### config.mk
export PLATFORM = sky130hd
export DESIGN_NAME = dii_ring_node
export DESIGN_NICKNAME = d
export VERILOG_FILES = /design/src/common/dii_pkg.sv /design/src/buffer/dii_buffer.sv /design/src/logic/dii_demux.sv /design/src/logic/dii_mux.sv /design/src/logic/dii_ring_node.sv
export VERILOG_INCLUDE_DIRS = /design/src /design/src/common
export SDC_FILE = /design/constraint.sdc
export NUM_CORES = 1
export LEC_CHECK = 0
export BUFFER_PORTS_ARGS = -buffer_cell sky130_fd_sc_hd__buf_2
export CAP_MARGIN = 20
export CORE_MARGIN = 5
export CORE_UTILIZATION = 55
export DETAILED_ROUTE_END_ITERATION = 12
export PLACE_DENSITY = 0.75
export SYNTH_ARGS = -nofsm -noshare
export SYNTH_HDL_FRONTEND = slang
export SYNTH_SLANG_ARGS = --single-unit
### constraint.sdc
create_clock -name clk -period 9.4 [get_ports clk]
set_input_delay 1.41 -clock clk [delete_from_list [all_inputs] [get_ports clk]]
set_output_delay 1.41 -clock clk [all_outputs]
set_load 0.01 [all_outputs]
### src/common/dii_settings.svh
`ifndef DII_SETTINGS_SVH
`define DII_SETTINGS_SVH

// buffer depths in flits

// ring side only needs to absorb a short stall
`define DII_RING_BUF_SIZE 4

// a local packet must fit completely, full-packet mode
`define DII_LOCAL_BUF_SIZE 8

// destination field in the low bits of the first flit
`define DII_ADDR_W 8

`endif

### src/common/dii_pkg.sv
`default_nettype none

package dii_pkg;

   // one flit of a debug packet
   typedef struct packed {
      logic        valid;
      logic        last;          // marks the final flit
      logic [15:0] data;          // first flit carries the destination
   } dii_flit;

   // where the packet in flight through the demux is going
   typedef enum logic [1:0] {
      demux_idle,
      demux_to_local,
      demux_to_forward
   } demux_state;

   // which source currently owns the ring output
   typedef enum logic [1:0] {
      mux_idle,
      mux_from_forward,
      mux_from_local
   } mux_state;

   function automatic dii_flit dii_flit_assemble(
      input logic        valid,
      input logic        last,
      input logic [15:0] data
   );
      dii_flit f;
      f.valid = valid;
      f.last  = last;
      f.data  = data;
      return f;
   endfunction

endpackage

`default_nettype wire

### src/buffer/dii_buffer.sv
`default_nettype none

module dii_buffer #(
   parameter int BUF_SIZE   = 4,     // depth in flits
   parameter bit FULLPACKET = 0      // hold output until a whole packet is in
) (
   input  logic                        clk,
   input  logic                        rst,
   output logic [$clog2(BUF_SIZE)-1:0] packet_size,
   input  dii_pkg::dii_flit            flit_in,
   output logic                        flit_in_ready,
   output dii_pkg::dii_flit            flit_out,
   input  logic                        flit_out_ready
);
   import dii_pkg::*;

   localparam int ID_W  = $clog2(BUF_SIZE);
   localparam int PTR_W = ID_W + 1;

   dii_flit [BUF_SIZE-1:0] data;     // newest at index 0
   logic [PTR_W-1:0]       rp;       // oldest entry
   logic [ID_W-1:0]        rd_idx;
   logic                   not_empty;
   logic                   wr_en;
   logic                   rd_en;

   assign rd_idx        = rp[ID_W-1:0];
   assign flit_in_ready = !(not_empty && rp == PTR_W'(BUF_SIZE - 1));
   assign wr_en         = flit_in.valid && flit_in_ready;
   assign rd_en         = flit_out.valid && flit_out_ready;

   always_ff @(posedge clk) begin
      if (wr_en) begin
         for (int i = BUF_SIZE - 1; i > 0; i--) begin
            data[i] <= data[i-1];
         end
         data[0] <= flit_in;
      end
   end

   // simultaneous read and write leaves rp in place
   always_ff @(posedge clk) begin
      if (rst) begin
         rp        <= '0;
         not_empty <= 1'b0;
      end else if (wr_en && !rd_en) begin
         if (not_empty) begin
            rp <= rp + 1'b1;
         end
         not_empty <= 1'b1;
      end else if (rd_en && !wr_en) begin
         if (rp == '0) begin
            not_empty <= 1'b0;
         end else begin
            rp <= rp - 1'b1;
         end
      end
   end

   generate
      if (FULLPACKET) begin : g_fullpacket
         logic [BUF_SIZE-1:0] last_buf;     // last flags, shifted with data
         logic [BUF_SIZE-1:0] occupied;
         logic [BUF_SIZE-1:0] last_live;    // last flags of stored flits only
         logic [PTR_W-1:0]    oldest_size;

         always_ff @(posedge clk) begin
            if (wr_en) begin
               last_buf <= {last_buf[BUF_SIZE-2:0], flit_in.last};
            end
         end

         always_comb begin
            for (int i = 0; i < BUF_SIZE; i++) begin
               occupied[i] = not_empty && (rp >= PTR_W'(i));
            end
         end

         assign last_live = last_buf & occupied;

         // higher index is older, so the last hit wins
         always_comb begin
            oldest_size = '0;
            for (int i = 0; i < BUF_SIZE; i++) begin
               if (last_live[i]) begin
                  oldest_size = rp - PTR_W'(i) + 1'b1;
               end
            end
         end

         assign packet_size = oldest_size[ID_W-1:0];
         assign flit_out    = dii_flit_assemble(|last_live, data[rd_idx].last,
                                                data[rd_idx].data);
      end else begin : g_normal
         assign packet_size = '0;
         assign flit_out    = dii_flit_assemble(not_empty, data[rd_idx].last,
                                                data[rd_idx].data);
      end
   endgenerate

   a_rp_range: assert property (@(posedge clk) disable iff (rst)
      rp <= PTR_W'(BUF_SIZE - 1))
      else $error("dii_buffer read pointer out of range");

   // a refused flit stays offered until it is taken
   a_full_holds: assert property (@(posedge clk) disable iff (rst)
      flit_in.valid && !flit_in_ready |=> flit_in.valid && $stable(flit_in))
      else $error("dii_buffer input flit dropped while not ready");

endmodule

`default_nettype wire

### src/logic/dii_demux.sv
`default_nettype none

`include "dii_settings.svh"

module dii_demux #(
   parameter int ADDR_W = `DII_ADDR_W
) (
   input  logic              clk,
   input  logic              rst,
   input  logic [ADDR_W-1:0] node_id,
   input  dii_pkg::dii_flit  flit_in,
   output logic              flit_in_ready,
   output dii_pkg::dii_flit  local_out,
   input  logic              local_out_ready,
   output dii_pkg::dii_flit  forward_out,
   input  logic              forward_out_ready
);
   import dii_pkg::*;

   demux_state state;
   logic       addr_match;       // only meaningful on a first flit
   logic       sel_local;
   logic       xfer;

   assign addr_match = flit_in.data[ADDR_W-1:0] == node_id;

   always_comb begin
      case (state)
         demux_to_local:   sel_local = 1'b1;
         demux_to_forward: sel_local = 1'b0;
         default:          sel_local = addr_match;   // head flit decides
      endcase
   end

   always_comb begin
      local_out         = flit_in;
      local_out.valid   = flit_in.valid && sel_local;
      forward_out       = flit_in;
      forward_out.valid = flit_in.valid && !sel_local;
   end

   assign flit_in_ready = sel_local ? local_out_ready : forward_out_ready;
   assign xfer          = flit_in.valid && flit_in_ready;

   // route is held from the head flit until the tail goes through
   always_ff @(posedge clk) begin
      if (rst) begin
         state <= demux_idle;
      end else if (xfer) begin
         if (flit_in.last) begin
            state <= demux_idle;
         end else if (sel_local) begin
            state <= demux_to_local;
         end else begin
            state <= demux_to_forward;
         end
      end
   end

   a_one_output: assert property (@(posedge clk) disable iff (rst)
      !(local_out.valid && forward_out.valid))
      else $error("dii_demux drove both outputs");

endmodule

`default_nettype wire

### src/logic/dii_mux.sv
`default_nettype none

module dii_mux (
   input  logic             clk,
   input  logic             rst,
   input  dii_pkg::dii_flit forward_in,
   output logic             forward_in_ready,
   input  dii_pkg::dii_flit local_in,
   output logic             local_in_ready,
   output dii_pkg::dii_flit flit_out,
   input  logic             flit_out_ready
);
   import dii_pkg::*;

   mux_state state;
   logic     last_local;        // local won the previous packet
   logic     grant_local;

   always_comb begin
      case (state)
         mux_from_local:   grant_local = 1'b1;
         mux_from_forward: grant_local = 1'b0;
         default: begin
            if (local_in.valid && forward_in.valid) begin
               grant_local = !last_local;   // alternate on contention
            end else begin
               grant_local = local_in.valid;
            end
         end
      endcase
   end

   always_comb begin
      if (grant_local) begin
         flit_out = dii_flit_assemble(local_in.valid, local_in.last, local_in.data);
      end else begin
         flit_out = dii_flit_assemble(forward_in.valid, forward_in.last,
                                      forward_in.data);
      end
   end

   assign local_in_ready   = grant_local && flit_out_ready;
   assign forward_in_ready = !grant_local && flit_out_ready;

   // An offered head flit already locks the owner, so the output stays
   // stable even if the other source turns valid while we wait for ready.
   always_ff @(posedge clk) begin
      if (rst) begin
         state      <= mux_idle;
         last_local <= 1'b0;
      end else if (flit_out.valid) begin
         if (flit_out_ready && flit_out.last) begin
            state      <= mux_idle;
            last_local <= grant_local;          // round-robin update at tail
         end else if (grant_local) begin
            state <= mux_from_local;
         end else begin
            state <= mux_from_forward;
         end
      end
   end

   a_owner_held: assert property (@(posedge clk) disable iff (rst)
      state != mux_idle |=> state == $past(state) || state == mux_idle)
      else $error("dii_mux changed owner inside a packet");

   // needs both the owner lock here and stable upstream senders
   a_out_stable: assert property (@(posedge clk) disable iff (rst)
      flit_out.valid && !flit_out_ready |=> $stable(flit_out))
      else $error("dii_mux output changed before it was accepted");

endmodule

`default_nettype wire

### src/logic/dii_ring_node.sv
`default_nettype none

`include "dii_settings.svh"

module dii_ring_node (
   input  logic                                    clk,
   input  logic                                    rst,
   input  logic [`DII_ADDR_W-1:0]                  node_id,
   input  dii_pkg::dii_flit                        ring_in,
   output logic                                    ring_in_ready,
   output dii_pkg::dii_flit                        ring_out,
   input  logic                                    ring_out_ready,
   input  dii_pkg::dii_flit                        local_in,
   output logic                                    local_in_ready,
   output dii_pkg::dii_flit                        local_out,
   input  logic                                    local_out_ready,
   output logic [$clog2(`DII_LOCAL_BUF_SIZE)-1:0] local_packet_size
);
   import dii_pkg::*;

   dii_flit ring_buf_out;       // ring buffer to demux
   logic    ring_buf_out_ready;
   dii_flit forward;            // demux to mux
   logic    forward_ready;
   dii_flit local_buf_out;      // complete local packets to mux
   logic    local_buf_out_ready;

   dii_buffer #(
      .BUF_SIZE   (`DII_RING_BUF_SIZE),
      .FULLPACKET (0)
   ) i_ring_buf (
      .clk            (clk),
      .rst            (rst),
      .packet_size    (),
      .flit_in        (ring_in),
      .flit_in_ready  (ring_in_ready),
      .flit_out       (ring_buf_out),
      .flit_out_ready (ring_buf_out_ready)
   );

   dii_demux #(
      .ADDR_W (`DII_ADDR_W)
   ) i_demux (
      .clk               (clk),
      .rst               (rst),
      .node_id           (node_id),
      .flit_in           (ring_buf_out),
      .flit_in_ready     (ring_buf_out_ready),
      .local_out         (local_out),
      .local_out_ready   (local_out_ready),
      .forward_out       (forward),
      .forward_out_ready (forward_ready)
   );

   // whole packets only, so a slow local source cannot stall the ring
   dii_buffer #(
      .BUF_SIZE   (`DII_LOCAL_BUF_SIZE),
      .FULLPACKET (1)
   ) i_local_buf (
      .clk            (clk),
      .rst            (rst),
      .packet_size    (local_packet_size),
      .flit_in        (local_in),
      .flit_in_ready  (local_in_ready),
      .flit_out       (local_buf_out),
      .flit_out_ready (local_buf_out_ready)
   );

   dii_mux i_mux (
      .clk              (clk),
      .rst              (rst),
      .forward_in       (forward),
      .forward_in_ready (forward_ready),
      .local_in         (local_buf_out),
      .local_in_ready   (local_buf_out_ready),
      .flit_out         (ring_out),
      .flit_out_ready   (ring_out_ready)
   );

endmodule

`default_nettype wire

==> metrics.md <==
| Metric | Value |
|---|---|
| Status | finished, final reports clean |
| RSZ-0062 raised after global routing | false |
| Reg-to-reg slack, setup | 5330 ps |
| Post-synthesis instance total | 533 |
| Max incr delay on CP | 850 ps |
| Setup TNS | 0 ps |
| Largest net degree at the start of global routing | 76 |
| Post-Route WL | 18.9 mm |
| IO Count | 89 |
| Initial antenna violation count | 0 |
| Post-DRT Antenna Nets | 0 |
| Wire per inst | 22.0 um |
| Worst Path Class, Setup | reg -> out |
| Pleak | 3.83 nW |
| Layout Utilization | 0.642 |
| Rows | 47 |
| First-pass GRT wire length | 30.5 mm |
| Total CTS buffers | 22 |
| Synth-to-Final Area Change | 14.9% |
| PwrDens | 231 nW/um^2 |
| FF+latch count, synth | 218 |
| Sequential-to-total area share from yosys stat | 0.694 |
| Hold Vio Cnt, Final | 0 |
| Placer Congestion | 0.847 |
| Async set-reset flop share out of synthesis | 0 |
| Average cell area after synthesis | 17.3 sq um |
| Via count | 5196 |
| Buffers and inverters on the worst path | 2 |
| Slew @ Worst Pin | 945 ps |
| Count of final setup violators | 0 |
| WP data arrival | 3990 ps |
| Hold_buf cts | 0 |
| Yosys top cell area share | 0.664 |
| Net count, final | 685 |
| Synth area leaders | edfxtp_1 66%, mux4_2 12%, dfxtp_1 3.0% |
| Core area | 16500 sq um |
| # diodes | 0 |
| Via/cell ratio | 6.03 |
| Startpoint Class | flip-flop |
| Post-CTS setup buffer count | 0 |
| Top cells by count, synth | 204 x edfxtp_1, 50 x mux4_2, 33 x nand2_1 |
| MaxCap Viol Count | 0 |
| Slew Viols, Final | 0 |
| Synth cell types | 57 |
| Area leader, netlist | edfxtp_1 |
| Max-slew headroom | 0.370 |
| Critical Path RT | 7990 ps |
| Die Ht | 140 um |
| Most numerous cell in the Yosys netlist | edfxtp_1 |
| Starting density of the core | 0.559 |
| Cell breakdown of the critical path | inv_1 > ha_1 > nor2b_1 > o311a_1 > nor3_1 > nand3_1 > a31oi_4 > mux2_4 > buf_2 |
| Grt total ovfl | 0 |
| Max FO, Critical Path | 33 |
| Fmax | 0.185 GHz |
| Initial DRT Pass Iterations | 5 |
| Max IR drop VDD | 172 uV |
| CTS resizes | 0 |
| Final Cycle Share | 0.574 |
| Vias in the first global route | 5396 |
| Period minus WS final | 5400 ps |
| Post-DP HPWL | 12.2 mm |
| # DRC | 0 |
| Tot GR Track Use | 0.197 |
| IO buf count | 88 |
| DIE WIDTH | 140 um |
| Hold WC Path Type | reg -> reg |
| TritonCTS clock tree | yes |
| Die area | 19500 sq um |
| Clock Path Buffers | 3 |
| Fin Clk Skew | 14.2 ps |
| Clock root buffer | clkbuf_16 |
| Crit path max-delay cell type | a31oi_4 |
| Layout cells sized above 1 | 0.295 |
| Warnings from Yosys | 0 |
| Post-Syn Area | 9230 sq um |
| Clk sinks | 218 |
| Critical path's top delay family | compound AO/OA/AOI/OAI gates |
| Main flop type after synthesis | edfxtp_1 |
| H-tree Lvls | 1 |
| Initial DRC Count | 492 |
| Worst Setup End Kind | output port |
| Mapped Nets | 593 |
| Worst-path clk slew | 60 ps |
| Clock network latency to the later pin of the worst-skew pair | 520 ps |
| Number of flops mapped to enable cells by yosys | 204 |
==> where the power goes <==
part / total, mW / internal, mW / switching [mW] / leakage (nW)
logic: 0.414 / 0.189 / 0.225 / 1.37
registers: 1.18 / 1.13 / 0.0507 / 2.11
clock network: 0.859 / 0.489 / 0.370 / 0.344
==> state kept, by name, indices dropped and copies added (netlist names) <==
| register | cells |
|---|---|
| i_ring_buf.data | 68 |
| i_local_buf.rp | 4 |
| i_mux.last_local | 1 |
| i_ring_buf.rp | 3 |
| i_local_buf.data | 128 |
| i_local_buf.not_empty | 1 |
| i_demux.state | 2 |
| i_ring_buf.not_empty | 1 |
| i_local_buf.g_fullpacket.last_buf | 8 |
| i_mux.state | 2 |
==> cell usage in the layout (no fill, tap or decap), types with 3 or more instances in the layout <==
| cell type | instances |
|---|---|
| inv_1 | 12 |
| clkinv_1 | 7 |
| mux2i_1 | 22 |
| buf_4 | 6 |
| nor3_1 | 5 |
| a21o_1 | 3 |
| dfxtp_1 | 11 |
| o21ai_0 | 8 |
| nor2_1 | 19 |
| a21oi_1 | 23 |
| xor2_1 | 3 |
| mux4_2 | 50 |
| clkinv_2 | 4 |
| nor2b_1 | 8 |
| buf_2 | 88 |
| nand2_1 | 33 |
| and2_1 | 3 |
| nand2b_1 | 7 |
| xnor2_1 | 11 |
| dfxtp_2 | 3 |
| clkbuf_16 | 22 |
| edfxtp_1 | 204 |
| ha_1 | 11 |
| nand3_1 | 6 |
| o21ai_1 | 17 |
==> stage by stage <==
| stage | instances | setup slack (ps) | area (sq um) | hold WS [ps] | total power, mW |
|---|---|---|---|---|---|
| 4_1_cts | 861 | 3920 | 10600 | 446 | 2.47 |
| 3_3_place_gp | 821 | 4450 | 9890 | 424 | 1.60 |
| 2_1_floorplan | 533 | 3330 | 9230 | 421 | 1.48 |
| 6_report | 861 | 4000 | 10600 | 446 | 2.45 |
| 3_5_place_dp | 821 | 4460 | 9890 | 429 | 1.61 |
| 5_1_grt | 861 | 3600 | 10600 | 461 | 2.56 |
==> per-layer routing <==
| layer | up-vias | wire, um | track usage |
|---|---|---|---|
| met5 | - | 0 | 0 |
| met4 | 0 | 393 | 0.0464 |
| met3 | 39 | 1080 | 0.0312 |
| met2 | 183 | 9420 | 0.323 |
| met1 | 2668 | 8040 | 0.282 |
| li1 | 2306 | - | - |
==> path summary, 6_finish.rpt <==
path,depth (start not counted),endpoint,start
hold reg to reg,0,i_local_buf.data[130],i_local_buf.data[112]
setup / recovery,9,ring_out[16],i_local_buf.rp[2]
hold / removal,0,i_local_buf.data[130],i_local_buf.data[112]
setup reg to reg,15,i_local_buf.rp[3],i_local_buf.rp[1]
==> cells by family after synthesis <==
kind of cell    Yosys count  synth area share
flops                   218             0.694
simple gates             94            0.0499
compound gates           83            0.0599
mux                      74             0.149
buf+inv                  38            0.0171
xor+xnor                 14            0.0133
fa+ha+maj                12            0.0171
==> final cells by class <==
class                      instances  area (sq um)
clock buffer                      24           558
clock inverter                    16           153
fill                            1163          5920
inverter                          12          45.0
multi-input combinational        277          2680
sequential                       218          6410
tap                              220           275
timing repair buffer              94           485
(Power assumes the default switching activity.)
